**config.mk**
```make
export PLATFORM = sky130hd
export DESIGN_NAME = uart_cmd_top
export DESIGN_NICKNAME = d
export VERILOG_FILES = /design/src/logic/uart_pkg.sv /design/src/logic/uart_tx_frame.sv /design/src/logic/uart_rx_frame.sv /design/src/logic/uart_cmd_ctrl.sv /design/src/logic/uart_cmd_top.sv
export VERILOG_INCLUDE_DIRS = /design/src /design/src/logic
export SDC_FILE = /design/constraint.sdc
export NUM_CORES = 1
export LEC_CHECK = 0
export ABC_AREA = 1
export BUFFER_PORTS_ARGS = -buffer_cell sky130_fd_sc_hd__buf_2
export CORE_AREA = 2 2 86 120
export DETAILED_ROUTE_END_ITERATION = 10
export DIE_AREA = 0 0 88 122
export PLACE_DENSITY = 0.68
export SETUP_SLACK_MARGIN = 0.5
export SLEW_MARGIN = 20
export SYNTH_ARGS = -nofsm -noshare
export SYNTH_HDL_FRONTEND = slang
export SYNTH_SLANG_ARGS = --single-unit
```
**constraint.sdc**
```tcl
create_clock -name clk -period 2 [get_ports clk]
set_clock_uncertainty 0.05 [all_clocks]
set_input_delay 0.3 -clock clk [delete_from_list [all_inputs] [get_ports clk]]
set_output_delay 0.3 -clock clk [all_outputs]
set_load 0.005 [all_outputs]
```
**src/logic/uart_consts.svh**
```systemverilog
`ifndef UART_CONSTS_SVH
`define UART_CONSTS_SVH

// clock cycles per bit at the default clock and baud rate
`define UART_BAUD_DIV 434

// idle gap between the high and low frames of a write, in bit periods
`define UART_GAP_BITS 4

// how long a read waits for the response start bit, in bit periods
`define UART_RESP_TIMEOUT_BITS 32

`endif

```
**src/logic/uart_pkg.sv**
```systemverilog
`default_nettype none

package uart_pkg;

  // bit 15 is the direction (1 = write), bits 14..8 the address, bits 7..0 the data
  typedef logic [15:0] cmd_t;
  typedef logic [7:0] byte_t;
  typedef logic [3:0] bit_cnt_t;  // bit position within a frame

  typedef enum logic [2:0] {
    tx_st_idle, tx_st_start, tx_st_data, tx_st_parity, tx_st_stop
  } tx_state_t;

  typedef enum logic [2:0] {
    rx_st_idle, rx_st_start, rx_st_data, rx_st_parity, rx_st_stop
  } rx_state_t;

  typedef enum logic [2:0] {
    cmd_st_idle,
    cmd_st_send_hi,
    cmd_st_gap,
    cmd_st_send_lo,
    cmd_st_wait_resp,
    cmd_st_finish
  } cmd_state_t;

endpackage

`default_nettype wire

```
**src/logic/uart_tx_frame.sv**
```systemverilog
`timescale 1ns/100ps
`default_nettype none
`include "uart_consts.svh"

module uart_tx_frame #(
  parameter int baud_div = `UART_BAUD_DIV
) (
  input  logic           clk,
  input  logic           rst_n,
  input  logic           tx_start,
  input  uart_pkg::byte_t tx_data,
  output logic           tx,
  output logic           tx_done
);

  import uart_pkg::*;

  localparam int cnt_w = $clog2(baud_div);

  tx_state_t        state;
  logic [cnt_w-1:0] baud_cnt;
  bit_cnt_t         bit_idx;
  byte_t            shreg;
  logic             par;
  logic             bit_end;

  assign bit_end = (baud_cnt == cnt_w'(baud_div - 1));
  assign tx_done = (state == tx_st_stop) && bit_end;  // last cycle of the stop bit

  // --------------------------------------------------
  // frame sequencing
  always_ff @(posedge clk or negedge rst_n)
  begin
    if (!rst_n)
    begin
      state    <= tx_st_idle;
      tx       <= 1'b1;
      baud_cnt <= '0;
      bit_idx  <= '0;
      par      <= 1'b0;
    end
    else if (state == tx_st_idle)
    begin
      if (tx_start)
      begin
        state    <= tx_st_start;
        tx       <= 1'b0;  // start bit goes out on this edge
        baud_cnt <= '0;
        par      <= 1'b0;
      end
    end
    else if (!bit_end)
      baud_cnt <= baud_cnt + 1'b1;
    else
    begin
      baud_cnt <= '0;
      case (state)
        tx_st_start:
        begin
          state   <= tx_st_data;
          tx      <= shreg[0];
          bit_idx <= '0;
        end
        tx_st_data:
        begin
          par <= par ^ shreg[0];
          if (bit_idx == 4'd7)
          begin
            state <= tx_st_parity;
            tx    <= par ^ shreg[0];  // even parity over the eight data bits
          end
          else
          begin
            bit_idx <= bit_idx + 1'b1;
            tx      <= shreg[1];
          end
        end
        tx_st_parity:
        begin
          state <= tx_st_stop;
          tx    <= 1'b1;
        end
        default: state <= tx_st_idle;
      endcase
    end
  end

  always_ff @(posedge clk)
  begin
    if (state == tx_st_idle && tx_start)
      shreg <= tx_data;
    else if (state == tx_st_data && bit_end)
      shreg <= shreg >> 1;  // next data bit moves to position 0
  end

  a_start_when_idle: assert property (@(posedge clk) disable iff (!rst_n)
    tx_start |-> state == tx_st_idle);

endmodule

`default_nettype wire

```
**src/logic/uart_rx_frame.sv**
```systemverilog
`timescale 1ns/100ps
`default_nettype none
`include "uart_consts.svh"

module uart_rx_frame #(
  parameter int baud_div = `UART_BAUD_DIV
) (
  input  logic            clk,
  input  logic            rst_n,
  input  logic            rx,
  output uart_pkg::byte_t rx_data,
  output logic            rx_valid,
  output logic            rx_err,
  output logic            rx_busy
);

  import uart_pkg::*;

  localparam int cnt_w = $clog2(baud_div);

  rx_state_t        state;
  logic [cnt_w-1:0] baud_cnt;
  bit_cnt_t         bit_idx;
  logic             rx_s1;
  logic             rx_s2;
  logic             rx_d;
  logic             par;
  logic             fall;
  logic             half_end;
  logic             bit_end;

  assign fall     = rx_d && !rx_s2;
  assign half_end = (baud_cnt == cnt_w'(baud_div / 2 - 1));
  assign bit_end  = (baud_cnt == cnt_w'(baud_div - 1));
  assign rx_busy  = (state != rx_st_idle);

  // two-flop synchronizer plus one more stage for edge detection
  always_ff @(posedge clk or negedge rst_n)
  begin
    if (!rst_n)
    begin
      rx_s1 <= 1'b1;
      rx_s2 <= 1'b1;
      rx_d  <= 1'b1;
    end
    else
    begin
      rx_s1 <= rx;
      rx_s2 <= rx_s1;
      rx_d  <= rx_s2;
    end
  end

  // --------------------------------------------------
  // frame capture
  always_ff @(posedge clk or negedge rst_n)
  begin
    if (!rst_n)
    begin
      state    <= rx_st_idle;
      baud_cnt <= '0;
      bit_idx  <= '0;
      par      <= 1'b0;
      rx_valid <= 1'b0;
      rx_err   <= 1'b0;
    end
    else
    begin
      rx_valid <= 1'b0;
      rx_err   <= 1'b0;
      baud_cnt <= baud_cnt + 1'b1;
      case (state)
        rx_st_idle:
        begin
          baud_cnt <= '0;
          if (fall)
            state <= rx_st_start;
        end
        rx_st_start:
          if (half_end)
          begin
            baud_cnt <= '0;
            bit_idx  <= '0;
            par      <= 1'b0;
            // a glitch that is gone by mid-bit is not a frame
            state    <= rx_s2 ? rx_st_idle : rx_st_data;
          end
        rx_st_data:
          if (bit_end)
          begin
            baud_cnt <= '0;
            par      <= par ^ rx_s2;
            bit_idx  <= bit_idx + 1'b1;
            if (bit_idx == 4'd7)
              state <= rx_st_parity;
          end
        rx_st_parity:
          if (bit_end)
          begin
            baud_cnt <= '0;
            par      <= par ^ rx_s2;  // stays 0 when the parity is even
            state    <= rx_st_stop;
          end
        default:
          if (bit_end)
          begin
            state    <= rx_st_idle;
            rx_valid <= rx_s2 && !par;
            rx_err   <= !rx_s2 || par;
          end
      endcase
    end
  end

  always_ff @(posedge clk)
  begin
    if (state == rx_st_data && bit_end)
      rx_data <= {rx_s2, rx_data[7:1]};  // lsb arrives first
  end

endmodule

`default_nettype wire

```
**src/logic/uart_cmd_ctrl.sv**
```systemverilog
`timescale 1ns/100ps
`default_nettype none
`include "uart_consts.svh"

module uart_cmd_ctrl #(
  parameter int baud_div = `UART_BAUD_DIV
) (
  input  logic            clk,
  input  logic            rst_n,
  input  uart_pkg::cmd_t  cmd_in,
  input  logic            cmd_vld,
  output logic            cmd_rdy,
  output logic            tx_start,
  output uart_pkg::byte_t tx_data,
  input  logic            tx_done,
  input  uart_pkg::byte_t rx_data,
  input  logic            rx_valid,
  input  logic            rx_err,
  input  logic            rx_busy,
  output uart_pkg::byte_t read_data,
  output logic            read_rdy,
  output logic            read_err
);

  import uart_pkg::*;

  localparam int gap_cycles  = `UART_GAP_BITS * baud_div;
  localparam int resp_cycles = `UART_RESP_TIMEOUT_BITS * baud_div;
  localparam int cnt_max     = (resp_cycles > gap_cycles) ? resp_cycles : gap_cycles;
  localparam int cnt_w       = $clog2(cnt_max + 1);

  cmd_state_t       state;
  cmd_t             cmd_q;
  logic [cnt_w-1:0] cnt;  // shared by the write gap and the response timeout
  logic             accept;
  logic             gap_end;
  logic             resp_timeout;

  assign accept       = cmd_vld && cmd_rdy;
  assign gap_end      = (cnt == cnt_w'(gap_cycles - 1));
  assign resp_timeout = (cnt == cnt_w'(resp_cycles - 1));

  // --------------------------------------------------
  // transaction sequencing
  always_ff @(posedge clk or negedge rst_n)
  begin
    if (!rst_n)
    begin
      state    <= cmd_st_idle;
      cmd_rdy  <= 1'b1;
      cnt      <= '0;
      tx_start <= 1'b0;
      read_rdy <= 1'b0;
      read_err <= 1'b0;
    end
    else
    begin
      tx_start <= 1'b0;
      read_rdy <= 1'b0;
      read_err <= 1'b0;
      case (state)
        cmd_st_idle:
          if (accept)
          begin
            state    <= cmd_st_send_hi;
            cmd_rdy  <= 1'b0;
            tx_start <= 1'b1;
          end
        cmd_st_send_hi:
          if (tx_done)
          begin
            cnt   <= cnt_w'(1);  // the tx_done cycle counts as the first one
            state <= cmd_q[15] ? cmd_st_gap : cmd_st_wait_resp;
          end
        cmd_st_gap:
          if (gap_end)
          begin
            state    <= cmd_st_send_lo;
            tx_start <= 1'b1;
          end
          else
            cnt <= cnt + 1'b1;
        cmd_st_send_lo:
          if (tx_done)
            state <= cmd_st_finish;
        cmd_st_wait_resp:
          if (rx_valid)
          begin
            read_rdy <= 1'b1;
            state    <= cmd_st_finish;
          end
          else if (rx_err)
          begin
            read_err <= 1'b1;
            state    <= cmd_st_finish;
          end
          else if (!rx_busy)
          begin
            // a frame in progress holds the timeout off
            if (resp_timeout)
            begin
              read_err <= 1'b1;
              state    <= cmd_st_finish;
            end
            else
              cnt <= cnt + 1'b1;
          end
        default:
        begin
          state   <= cmd_st_idle;
          cmd_rdy <= 1'b1;
        end
      endcase
    end
  end

  always_ff @(posedge clk)
  begin
    if (accept)
    begin
      cmd_q   <= cmd_in;
      tx_data <= cmd_in[15:8];
    end
    else if (state == cmd_st_gap && gap_end)
      tx_data <= cmd_q[7:0];
    if (state == cmd_st_wait_resp && rx_valid)
      read_data <= rx_data;
  end

  a_result_onehot: assert property (@(posedge clk) disable iff (!rst_n)
    !(read_rdy && read_err));

  a_rdy_only_idle: assert property (@(posedge clk) disable iff (!rst_n)
    (state != cmd_st_idle) |-> !cmd_rdy);

endmodule

`default_nettype wire

```
**src/logic/uart_cmd_top.sv**
```systemverilog
`timescale 1ns/100ps
`default_nettype none
`include "uart_consts.svh"

module uart_cmd_top #(
  parameter int baud_div = `UART_BAUD_DIV
) (
  input  logic            clk,
  input  logic            rst_n,
  input  uart_pkg::cmd_t  cmd_in,
  input  logic            cmd_vld,
  output logic            cmd_rdy,
  input  logic            rx,
  output logic            tx,
  output uart_pkg::byte_t read_data,
  output logic            read_rdy,
  output logic            read_err
);

  import uart_pkg::*;

  logic  tx_start;
  logic  tx_done;
  byte_t tx_data;
  byte_t rx_data;
  logic  rx_valid;
  logic  rx_err;
  logic  rx_busy;

  uart_cmd_ctrl #(
    .baud_div (baud_div)
  ) u_ctrl (
    .clk       (clk),
    .rst_n     (rst_n),
    .cmd_in    (cmd_in),
    .cmd_vld   (cmd_vld),
    .cmd_rdy   (cmd_rdy),
    .tx_start  (tx_start),
    .tx_data   (tx_data),
    .tx_done   (tx_done),
    .rx_data   (rx_data),
    .rx_valid  (rx_valid),
    .rx_err    (rx_err),
    .rx_busy   (rx_busy),
    .read_data (read_data),
    .read_rdy  (read_rdy),
    .read_err  (read_err)
  );

  uart_tx_frame #(
    .baud_div (baud_div)
  ) u_tx (
    .clk      (clk),
    .rst_n    (rst_n),
    .tx_start (tx_start),
    .tx_data  (tx_data),
    .tx       (tx),
    .tx_done  (tx_done)
  );

  // the receiver listens all the time and the sequencer filters by state
  uart_rx_frame #(
    .baud_div (baud_div)
  ) u_rx (
    .clk      (clk),
    .rst_n    (rst_n),
    .rx       (rx),
    .rx_data  (rx_data),
    .rx_valid (rx_valid),
    .rx_err   (rx_err),
    .rx_busy  (rx_busy)
  );

endmodule

`default_nettype wire

```
## After elaboration in Yosys (flattened, before gate mapping)

Cells that the tools add are included.

- Bits in registers: 109
- Bits in read-only memories: 0
- Memories: 0
- Bits in latches: 0
- RAM bits: 0
- Output and inout bits: 12
- Input port bits: 20
- Word-level logic and storage cells: 183

- Add/subtract/negate cells: 5
- $lt $le $gt $ge: 0
- Multiply operators: 0
- Shifts and indexed selects: 0
- Bitwise operators: 4
- Reduce and logical (&&, ||, !) cells: 39
- Div/mod/pow operators: 0
- Mux-type cells: 72
- Equal/unequal tests: 38

Operators with widths:

| kind | number |
|---|---|
| $mux 14 | 6 |
| $mux 3 | 19 |
| $mux 9 | 5 |
| $pmux 14 s3 | 1 |
| $mux 8 | 4 |
| $pmux 9 s3 | 1 |
| $mux 1 | 23 |
| $add 9x1->9 const B | 2 |
| $eq 3x2->1 const B | 6 |
| $eq 9x9->1 const B | 2 |
| $ne 2x2->1 const B | 9 |
| $ne 2x1->1 const B | 8 |
| $pmux 4 s2 | 2 |
| $pmux 3 s5 | 1 |
| $reduce_and 3->1 | 5 |
| $add 14x1->14 const B | 1 |
| $eq 14x11->1 const B | 1 |
| $eq 14x14->1 const B | 1 |
| $reduce_bool 2->1 | 7 |
| $mux 4 | 3 |
| $pmux 3 s4 | 1 |
| $reduce_and 6->1 | 2 |
| $eq 3x1->1 const B | 3 |
| $eq 9x8->1 const B | 1 |
| 23 further kinds | 44 |

## Logic depth before layout (Yosys ltp)

Gate-level depths: netlist (run 1).

- Word-level depth: 6
- Gate-level depth with buffers: 11
- Gate-level depth less buffers: 10

## Cells and area by module

From an unflattened synthesis (run 1), not the netlist that was laid out.

- Cell total of the unflattened synthesis: 619
- Area total of the unflattened synthesis: 5298.8 µm²

Modules (own cells, without submodules):

| module | cells an instance | sequential area each (µm²) | times used | area an instance (µm²) |
|---|---|---|---|---|
| uart_cmd_ctrl | 282 | 1277.5 | 1 | 2307.2 |
| uart_rx_frame | 160 | 794.5 | 1 | 1529.0 |
| uart_tx_frame | 177 | 691.9 | 1 | 1462.7 |

## Worst setup path before layout (run 1)

No wires, ideal clock.

- Kind: register to register
- From: reg u_tx.baud_cnt[1]
- To: reg u_tx.shreg[0], enable pin
- Data arrival time: 1.168 ns
- Slack: 0.431 ns
- Path buffers: 0
- Period minus slack after synthesis: 1.569 ns
- Required time: 1.599 ns
- Setup time: 0.351 ns
- Stages on the path, launching flop included: 7
- Path through: dfrtp_1 > inv_1 > ha_1 > nand2_1 > nor2_1 > nand2_1 > o21ai_2

- Longest elaborated chain between the ends: 3

RTL lines:

| item | line | RTL |
|---|---|---|
| start: declaration | uart_tx_frame.sv:21 | `logic [cnt_w-1:0] baud_cnt;` |
| start signal: assignment | uart_tx_frame.sv:53 | `baud_cnt <= baud_cnt + 1'b1;` |
| $eq 9x9->1 | uart_tx_frame.sv:27 | `assign bit_end = (baud_cnt == cnt_w'(baud_div - 1));` |
| $logic_and 1x1->1 | uart_tx_frame.sv:92 | `else if (state == tx_st_data && bit_end)` |
| $reduce_bool 2->1 (no line) | - |  |
| end signal: assignment | uart_tx_frame.sv:91 | `shreg <= tx_data;` |
| end signal: assignment | uart_tx_frame.sv:93 | `shreg <= shreg >> 1;` |
| end: declaration | uart_tx_frame.sv:23 | `byte_t shreg;` |

Every way passes these cells.
A chain may end at the register's enable or synchronous reset.

## Worst setup path after layout (run 1)

- From: reg u_rx.baud_cnt[0]
- To: reg u_rx.rx_data[0], enable pin

- Longest elaborated chain between the ends: 2

RTL lines:

| item | line | RTL |
|---|---|---|
| start: declaration | uart_rx_frame.sv:22 | `logic [cnt_w-1:0] baud_cnt;` |
| start signal: assignment | uart_rx_frame.sv:71 | `baud_cnt <= baud_cnt + 1'b1;` |
| $eq 9x9->1 | uart_rx_frame.sv:34 | `assign bit_end = (baud_cnt == cnt_w'(baud_div - 1));` |
| $logic_and 1x1->1 | uart_rx_frame.sv:117 | `if (state == rx_st_data && bit_end)` |
| end signal: assignment | uart_rx_frame.sv:118 | `rx_data <= {rx_s2, rx_data[7:1]};` |
| end: declaration | uart_rx_frame.sv:11 | `output uart_pkg::byte_t rx_data,` |

Every way passes these cells.

==> results.yml, run 1 <==
timing:
  hold_violations: 0
  tightest_slew_ns: 0.341
  holdWs_ns: 0.0688
  fmax_mhz: 595
  tns_ns: 0
  finalWorstSetupSlack_ns: 0.318
  period_needed_ns: 1.68
  layout_worst_path_cycle_share: 0.841
  drv_slew: 0
  relSlewSlack: 0.773
  rsz0062_at_grt: "true"
  setup_violations: 0
synthesis:
  synth_fa_ha_area_frac: 0.0225
  synth_top_family_by_area: "simple AND/OR/NAND/NOR gates"
  synth.distinct_cells: 40
  yosys_register_bits: 102
  synth-xor-area-share: 0.0158
  synth.area.mux_share: 0.0157
  synth-simple-area-share: 0.260
  yosysSeqAreaShare: 0.552
  ys_warn_count: 0
  syn_nets: 586
  synth_area_sq_um: 5000
  synth_compound_area_frac: 0.0788
  synth_area_per_cell_sq_um: 8.99
  netlist_instances: 557
final_layout:
  synthToLayoutAreaGrowth_pct: 35.4
  finalNonFillerCells: 808
  multi_input_area_sq_um: 2520
  nets: 697
  fill_cells: 677
  diodes: 0
  final_util: 0.696
  drive_above_1_share: 0.416
  seq_area_sq_um: 2780
  finalInstanceArea_sq_um: 6770
drt:
  viasPerCell: 5.36
  first_iter_violations: 298
  wl_mm: 12.5
  wl_per_cell_microns: 15.5
  drc: 0
  ant_nets: 0
  dr.pass1.iters: 5
  vias: 4327
power:
  p_comb_frac: 0.354
  p_int_mw: 4.29
  p_sw_mw: 2.31
  p_clk_frac: 0.250
  leakagePower_nw: 2.99
  sw_frac_of_total: 0.350
  fin_total_pwr_mw: 6.60
  p_per_area_nw_per_um2: 974
  p_seq_frac: 0.396
  ir_drop_mv: 0.847
critical_path:
  cp-end-kind: "flip-flop"
  r2r_end: "u_rx.rx_data[0]$_DFFE_PP_"
  rrSetupSlack_ns: 0.32
  r2r-start: "u_rx.baud_cnt[0]$_DFF_PN0_"
  worst_setup_path_start_kind: "flip-flop"
  r2r.worst_path.cells: 6
  required_ns: 2.01
  worstPathArrival_ns: 1.70
  critPathMaxFanout: 4
  crit_type: "reg -> reg"
die:
  start_util: 0.514
  io_pins: 32
  fp-row-count: 43
  die_y_microns: 122
  core_sq_um: 9740
  die_area_sq_um: 10700
  die_w_microns: 88
clocking:
  cts_root_buf: "clkbuf_16"
  numCtsBuffers: 9
  cts_sinks: 102
  ctsLongestPathBuffers: 2
  clkTransAtPathRegs_ns: 0.07
  clock_latency_ns: 0.35
  htree_levels: 3
  cts_tree: "yes"
placed_design:
  place_worst_setup_slack_ns: 0.187
  dp_hpwl_mm: 6.81
  place.gp.congestion: 0.841
  dp.cells: 722
  postPlaceCellArea_sq_um: 5360
  numPortBuffers: 31
min_path:
  hp-class: "in -> reg"
  min-delay-start: "cmd_in[4]"
  holdPathStages: 1
  min_to: "u_ctrl.cmd_q[4]$_DFFE_PP_"
job:
  maxCapViolations: 0
global_routing:
  grt_pass1_vias: 3882
  grt_usage: 0.205
  antenna_found_initial: 0
  grt_overflow: 0
  grt_pass1_wl_mm: 17.1
  grt_max_degree: 62
status:
  outcome: "finished clean"
## synthesized netlist by cell type, drive strengths merged
library cell / instances / area (sq um)
or2: 6 / 37.5
or3b: 1 / 8.76
nor2: 58 / 250
ha: 9 / 113
edfxtp: 41 / 1230
xor2: 8 / 70.1
a22o: 1 / 8.76
a211oi: 1 / 7.51
clkbuf: 2 / 8.75
and2: 1 / 6.26
buf: 4 / 32.5
a21oi: 10 / 61.3
o21bai: 3 / 33.8
o22ai: 4 / 25.0
mux2: 7 / 78.8
o21ai: 46 / 238
dfrtp: 56 / 1400
nand2: 169 / 649
nand4: 14 / 87.6
dfstp: 5 / 131
a31oi: 2 / 12.5
nand3: 37 / 218
xnor2: 1 / 8.76
inv: 60 / 225
o31ai: 1 / 7.51
clkinv: 2 / 7.51
nor3: 8 / 45.0
## worst max-delay path, stage by stage (launching register included)
cell        delay [ns]
dfrtp_2           0.44
ha_4              0.18
nand2_4           0.05
nor3_4            0.13
nand4_1           0.23
buf_4             0.22
clkinvlp_4        0.10
## cells in the final DEF (no fill, tap or decap), types with 12 or more instances in the layout
cell	n
nor2_1	38
edfxtp_1	41
dfrtp_1	40
nand4_1	14
nand2_2	33
nand2_1	123
o21ai_1	18
dfrtp_2	16
inv_2	18
nand2_4	12
o21ai_0	20
buf_6	12
buf_4	55
buf_2	31
inv_1	42
nor2_4	12
nand3_1	18
## power by group through the flow
stage / combinational [mW] / sequential [mW] / clock, mW
2_1_floorplan: 0.976 / 2.54 / 0
3_3_place_gp: 1.17 / 2.58 / 0
3_5_place_dp: 1.21 / 2.58 / 0
4_1_cts: 1.73 / 2.57 / 1.66
5_1_grt: 2.54 / 2.63 / 1.75
6_report: 2.34 / 2.61 / 1.65
## flip-flops by register name (all words and copies together), names as in the netlist, 3 cells and up
signal            count
u_ctrl.cnt           14
u_ctrl.cmd_q          9
u_rx.baud_cnt         9
u_tx.baud_cnt         9
u_ctrl.read_data      8
u_ctrl.tx_data        8
u_rx.rx_data          8
u_tx.shreg            8
u_rx.bit_idx          4
u_tx.bit_idx          4
u_ctrl.state          3
u_rx.state            3
u_tx.state            3
## cells by family (layout without fill, tap and decap cells)
group	after synthesis	count (layout)
AOI/OAI and AO/OA	68	68
xor gates and xnor gates	9	9
adders and majority gates	9	9
buffers and inverters	68	182
DFF	102	102
muxes	7	7
and+or+nand+nor	294	296
## area by class of cell
class / instances / share of cell area
multi-input combinational: 389 / 0.372
inverter: 62 / 0.0349
clock inverter: 5 / 0.00610
tap: 135 / 0.0249
timing repair inverter: 1 / 0.00111
sequential: 102 / 0.411
clock buffer: 11 / 0.0344
timing repair buffer: 103 / 0.116
## per-layer routing
| metal | global-route usage | part of all wire | vias up |
|---|---|---|---|
| li1 | - | - | 2067 |
| met1 | 0.229 | 0.38 | 2127 |
| met2 | 0.368 | 0.56 | 99 |
| met3 | 0.0278 | 0.027 | 34 |
| met4 | 0.112 | 0.033 | 0 |
| met5 | 0 | 0 | - |
## how the worst max path moves through the flow
stage / startpoint / end / slack [ns] / cells past startpoint
global placement: u_tx.baud_cnt[1]$_DFFE_PN0P_ / u_ctrl.cnt[5]$_DFFE_PN0P_ / 0.26 / 10
detailed placement: u_tx.baud_cnt[1]$_DFFE_PN0P_ / u_ctrl.cnt[5]$_DFFE_PN0P_ / 0.19 / 10
CTS: u_tx.baud_cnt[1]$_DFFE_PN0P_ / u_tx.bit_idx[2]$_DFFE_PN0P_ / 0.30 / 8
global route: u_ctrl.cnt[7]$_DFFE_PN0P_ / u_ctrl.cnt[2]$_DFFE_PN0P_ / 0.24 / 9
finish: u_rx.baud_cnt[0]$_DFF_PN0_ / u_rx.rx_data[0]$_DFFE_PP_ / 0.32 / 6
floorplan: u_tx.baud_cnt[1]$_DFFE_PN0P_ / u_ctrl.cnt[10]$_DFFE_PN0P_ / 0.49 / 10
## repair_timing
item,CTS,global route
pin swaps,16,47
endpoints found under the hold margin,57,0
endpoints found under the setup margin,76,96
cloned,2,1
buffers inserted,17,48
hold buffers,2,0
gates resized for setup,65,124
(Power assumes the default switching activity.)
==> run 2: changes to the inputs <==
==> constraint.sdc (replaced) <==
create_clock -name clk -period 1.7 [get_ports clk]
set_clock_uncertainty 0.05 [all_clocks]
set_input_delay 0.255 -clock clk [delete_from_list [all_inputs] [get_ports clk]]
set_output_delay 0.255 -clock clk [all_outputs]
set_load 0.005 [all_outputs]
==> run 2 against run 1 <==
  * The flow now finishes with violations (setup timing)
  * Clock power rose by 21%
  * Design area rose by 4.3%
  * Hold slack got worse by 0.043 ns
  * Utilization rose by 3.0 points
  * Non-clock buffer count rose by 9
  * Setup slack got worse by 0.34 ns
  * Die area did not move
  * First-iteration DRC count fell by 7.7%
  * Combinational power rose by 18%
  * Routed wire length rose by 9.2%
  * Critical path type unchanged
  * Largest cell class unchanged
==> results.yml, run 2 (synthesized netlist as in run 1, its figures left out) <==
timing:
  hold_violations: 0
  layout_worst_path_cycle_share: 1.01
  relSlewSlack: 0.742
  finalWorstSetupSlack_ns: -0.0180
  drv_slew: 0
  period_needed_ns: 1.72
  tightest_slew_ns: 0.383
  holdWs_ns: 0.0254
  fmax_mhz: 582
  setup_violations: 13
  tns_ns: -0.111
  rsz0062_at_grt: "true"
final_layout:
  largest-register: "u_ctrl.cnt"
  layout_common_cells: "nand2_1, buf_4, dfrtp_1"
  drive_above_1_share: 0.436
  final_common_cell: "nand2_1"
  diodes: 0
  final_util: 0.726
  finalInstanceArea_sq_um: 7070
  nets: 707
  seq_area_sq_um: 2770
  multi_input_area_sq_um: 2670
  largest_register_ffs: 14
  fill_cells: 673
  finalNonFillerCells: 818
  synthToLayoutAreaGrowth_pct: 41.2
drt:
  viasPerCell: 5.41
  drc: 0
  first_iter_violations: 275
  ant_nets: 0
  vias: 4426
  wl_mm: 13.7
  wl_per_cell_microns: 16.7
  dr.pass1.iters: 7
power:
  leakagePower_nw: 3.17
  p_sw_mw: 2.78
  p_comb_frac: 0.352
  sw_frac_of_total: 0.356
  ir_drop_mv: 1.00
  p_seq_frac: 0.391
  p_int_mw: 5.03
  p_per_area_nw_per_um2: 1110
  p_clk_frac: 0.256
status:
  outcome: "complete, but fails checks"
  violations: "setup timing"
placed_design:
  postPlaceCellArea_sq_um: 5550
  dp.cells: 739
  dp_hpwl_mm: 7.23
  numPortBuffers: 31
  place.gp.congestion: 0.888
clocking:
  htree_levels: 3
  cts_tree: "yes"
  ctsLongestPathBuffers: 2
  clkTransAtPathRegs_ns: 0.07
  cts_root_buf: "clkbuf_16"
  cts_sinks: 102
  clock_latency_ns: 0.36
  numCtsBuffers: 9
critical_path:
  worst_setup_path_start_kind: "flip-flop"
  crit_type: "reg -> reg"
  required_ns: 1.93
  crit_slowest_cell: "dfrtp_1"
  slowest_delay_ns: 0.43
  critPathMaxFanout: 6
  worstPathArrival_ns: 1.95
  crit_chain: "inv_1, nand2_1, nor2_4, nand3_2, nand2_4, nand3_4, nor2_4, buf_6, nand2_2, nand2_1"
  cp-end-kind: "flip-flop"
die:
  die_w_microns: 88
  io_pins: 32
  die_y_microns: 122
  core_sq_um: 9740
  die_area_sq_um: 10700
  fp-row-count: 43
  start_util: 0.514
global_routing:
  grt_usage: 0.221
  antenna_found_initial: 0
  grt_pass1_vias: 4167
  grt_pass1_wl_mm: 18.6
  grt_overflow: 0
  grt_max_degree: 62
min_path:
  hp-class: "in -> reg"
job:
  maxCapViolations: 0
-- run 2: critical path: cells and delay by family (launching register included) --
| kind | cells | cell delay (ns) |
|---|---|---|
| buffers and inverters | 2 | 0.26 |
| flip-flops | 1 | 0.43 |
| AND/OR/NAND/NOR | 8 | 0.90 |
-- run 2: layout make-up --
class	count	area share
Clock buffer	10	0.0324
Clock inverter	6	0.00779
Inverter	62	0.0352
Multi-Input combinational cell	390	0.378
Sequential cell	102	0.392
Tap cell	135	0.0239
Timing Repair Buffer	112	0.129
Timing Repair inverter	1	0.00106
-- run 2: through the flow --
| step | power (mW) | worst slack [ns] |
|---|---|---|
| CTS | 7.17 | 0.0880 |
| global route | 8.15 | -0.124 |
| global placement | 4.60 | 0.0693 |
| detailed placement | 4.65 | 0.0384 |
| floorplan | 4.21 | 0.187 |
| finish | 7.82 | -0.0180 |
-- run 2: layer usage --
metal / GRT usage / routed length (microns) / vias to the layer above
met5: 0 / 0 / -
met4: 0.106 / 539 / 0
met3: 0.0386 / 489 / 48
met2: 0.407 / 7700 / 143
met1: 0.240 / 4960 / 2147
li1: - / - / 2088
-- run 2: final timing paths --
check                                                  start                     endpoint  slack [ns]  depth (start not counted)
worst max-delay path            u_tx.baud_cnt[2]$_DFFE_PN0P_    u_ctrl.cnt[6]$_DFFE_PN0P_       -0.02                         10
worst min-delay path                               cmd_in[1]    u_ctrl.cmd_q[1]$_DFFE_PP_        0.03                          1
worst max register to register  u_tx.baud_cnt[2]$_DFFE_PN0P_    u_ctrl.cnt[6]$_DFFE_PN0P_       -0.02                         10
worst min register to register          u_rx.rx_s1$_DFF_PN1_         u_rx.rx_s2$_DFF_PN1_        0.31                          0
max in group asynchronous                              rst_n   u_ctrl.cmd_rdy$_DFFE_PN1P_        0.87                          3
min in group asynchronous                              rst_n  u_tx.bit_idx[2]$_DFFE_PN0P_        0.37                          3
-- run 2: timing repair --
| item | in CTS | in global routing |
|---|---|---|
| setup endpoints to repair | 116 | 108 |
| resized for setup | 81 | 132 |
| hold buffers | 2 | 0 |
| pin swaps | 32 | 39 |
| cloned | 4 | 0 |
| buffers inserted | 27 | 30 |
| endpoints found under the hold margin | 57 | 0 |
-- run 2: power by group through the flow --
stage,combinational [mW],sequential [mW],clock [mW]
global placement,1.56,3.03,0
floorplan,1.21,3.00,0
finish,2.75,3.06,2.00
global route,2.96,3.08,2.11
CTS,2.14,3.02,2.00
detailed placement,1.61,3.04,0
==> run 3: changes to the inputs <==
--- a/config.mk
+++ b/config.mk
@@ -12,6 +12,7 @@
 export DETAILED_ROUTE_END_ITERATION = 10
 export DIE_AREA = 0 0 88 122
 export PLACE_DENSITY = 0.68
+export REMOVE_ABC_BUFFERS = 1
 export SETUP_SLACK_MARGIN = 0.5
 export SLEW_MARGIN = 20
 export SYNTH_ARGS = -nofsm -noshare
==> run 3 against run 2 <==
  * Critical path type unchanged
  * Hold slack worse by 0.0022 ns
  * The flow still finishes with violations (setup timing)
  * Sequential share of layout area fell by 1.2 points
  * Combinational power grew 12%
  * Highest routed layer unchanged
  * Critical endpoint is now u_rx.rx_data[4]$_DFFE_PP_
==> results.yml, run 3 (synthesized netlist as in run 1, its figures left out) <==
status:
  outcome: "complete, but fails checks"
  violations: "setup timing"
final_layout:
  finalInstanceArea_sq_um: 7290
  final_util: 0.748
  diodes: 0
  final_common_cell: "nand2_1"
  largest_register_ffs: 14
  nets: 712
  fill_cells: 584
  drive_above_1_share: 0.453
  synthToLayoutAreaGrowth_pct: 45.6
  layout_common_cells: "nand2_1, dfrtp_1, buf_4"
  largest-register: "u_ctrl.cnt"
drt:
  wl_mm: 14.0
  ant_nets: 0
  dr.pass1.iters: 6
  drc: 0
  wl_per_cell_microns: 17.0
  viasPerCell: 5.47
  first_iter_violations: 215
  vias: 4501
timing:
  drv_slew: 0
  period_needed_ns: 1.75
  finalWorstSetupSlack_ns: -0.0490
  relSlewSlack: 0.700
  fmax_mhz: 572
  hold_violations: 0
  setup_violations: 10
  tightest_slew_ns: 0.450
  tns_ns: -0.148
  rsz0062_at_grt: "true"
  layout_worst_path_cycle_share: 1.03
clocking:
  clkTransAtPathRegs_ns: 0.07
  cts_tree: "yes"
  cts_sinks: 102
  htree_levels: 3
  cts_root_buf: "clkbuf_16"
  numCtsBuffers: 9
  ctsLongestPathBuffers: 2
  clock_latency_ns: 0.35
power:
  leakagePower_nw: 3.22
  p_per_area_nw_per_um2: 1140
  ir_drop_mv: 0.932
  fin_total_pwr_mw: 8.29
job:
  maxCapViolations: 0
min_path:
  hp-class: "in -> reg"
  min-delay-start: "cmd_in[5]"
global_routing:
  grt_pass1_wl_mm: 20.1
  antenna_found_initial: 0
  grt_overflow: 0
  grt_max_degree: 28
  grt_pass1_vias: 4437
  grt_usage: 0.243
die:
  fp-row-count: 43
  io_pins: 32
  start_util: 0.514
  die_area_sq_um: 10700
  die_y_microns: 122
  die_w_microns: 88
  core_sq_um: 9740
critical_path:
  critPathMaxFanout: 4
  crit_type: "reg -> reg"
  r2r-start: "u_rx.baud_cnt[1]$_DFF_PN0_"
  worstPathArrival_ns: 1.77
  worstSetupStartpoint: "u_rx.baud_cnt[1]$_DFF_PN0_"
  cp-end-kind: "flip-flop"
  required_ns: 1.72
  worst_setup_path_start_kind: "flip-flop"
placed_design:
  place_worst_setup_slack_ns: 0.00312
  dp_hpwl_mm: 7.59
  postPlaceCellArea_sq_um: 5590
  numPortBuffers: 31
  place.gp.congestion: 0.841
-- run 3: cell count changes in the layout (fill, tap and decap cells not counted), sizes merged --
cell | before | now
bufinv | 0 | 1
buf | 110 | 116
clkinv | 2 | 3
o21ai | 47 | 46
clkinvlp | 3 | 1
-- run 3: worst max-delay path: stages (launching register included) --
cell	delay, ns
dfrtp_1	0.40
inv_2	0.10
ha_4	0.17
nand2_4	0.06
nor3_4	0.16
nand4_1	0.21
buf_6	0.20
clkinvlp_4	0.11
-- run 3: final timing paths --
path                                                      to  slack (ns)  depth (start not counted)
max in group asynchronous               u_rx.rx_s2$_DFF_PN1_        0.67                          3
worst min-delay path               u_ctrl.cmd_q[5]$_DFFE_PP_        0.02                          1
min in group asynchronous       u_tx.baud_cnt[7]$_DFFE_PN0P_        0.33                          2
worst max-delay path               u_rx.rx_data[4]$_DFFE_PP_       -0.05                          7
worst max register to register     u_rx.rx_data[4]$_DFFE_PP_       -0.05                          7
worst min register to register          u_rx.rx_s2$_DFF_PN1_        0.31                          0
-- run 3: layout make-up --
| class | count | area [sq um] | share of cell area |
|---|---|---|---|
| timing repair buffer | 118 | 1050 | 0.144 |
| clock inverter | 6 | 75.1 | 0.0103 |
| inverter | 62 | 258 | 0.0354 |
| sequential | 102 | 2770 | 0.380 |
| tap | 135 | 169 | 0.0232 |
| multi-input combinational | 389 | 2730 | 0.375 |
| timing repair inverter | 1 | 7.51 | 0.00103 |
| clock buffer | 10 | 229 | 0.0314 |
-- run 3: stage by stage --
| stage | cells | hold WS (ns) |
|---|---|---|
| 2_1_floorplan | 551 | -0.0906 |
| 3_3_place_gp | 750 | 0.166 |
| 3_5_place_dp | 750 | 0.170 |
| 4_1_cts | 808 | 0.0148 |
| 5_1_grt | 823 | 0.0112 |
| 6_report | 823 | 0.0232 |
-- run 3: layer usage --
layer / track usage / wire length [microns] / up-vias
met3: 0.0508 / 558 / 61
met5: 0 / 0 / -
met4: 0.117 / 649 / 0
li1: - / - / 2098
met1: 0.252 / 4980 / 2179
met2: 0.454 / 7790 / 163
-- run 3: power by group --
group	switching (mW)	internal (mW)
registers	0.237	2.83
clock network	0.982	1.17
logic	1.74	1.33
-- run 3: timing repair --
| item | in CTS | in global routing |
|---|---|---|
| cloned | 6 | 0 |
| resized for setup | 146 | 115 |
| setup endpoints to repair | 117 | 117 |
| pin swaps | 34 | 33 |
| setup buffers | 34 | 15 |
| hold endpoints to repair | 15 | 0 |
| hold buffers | 2 | 0 |
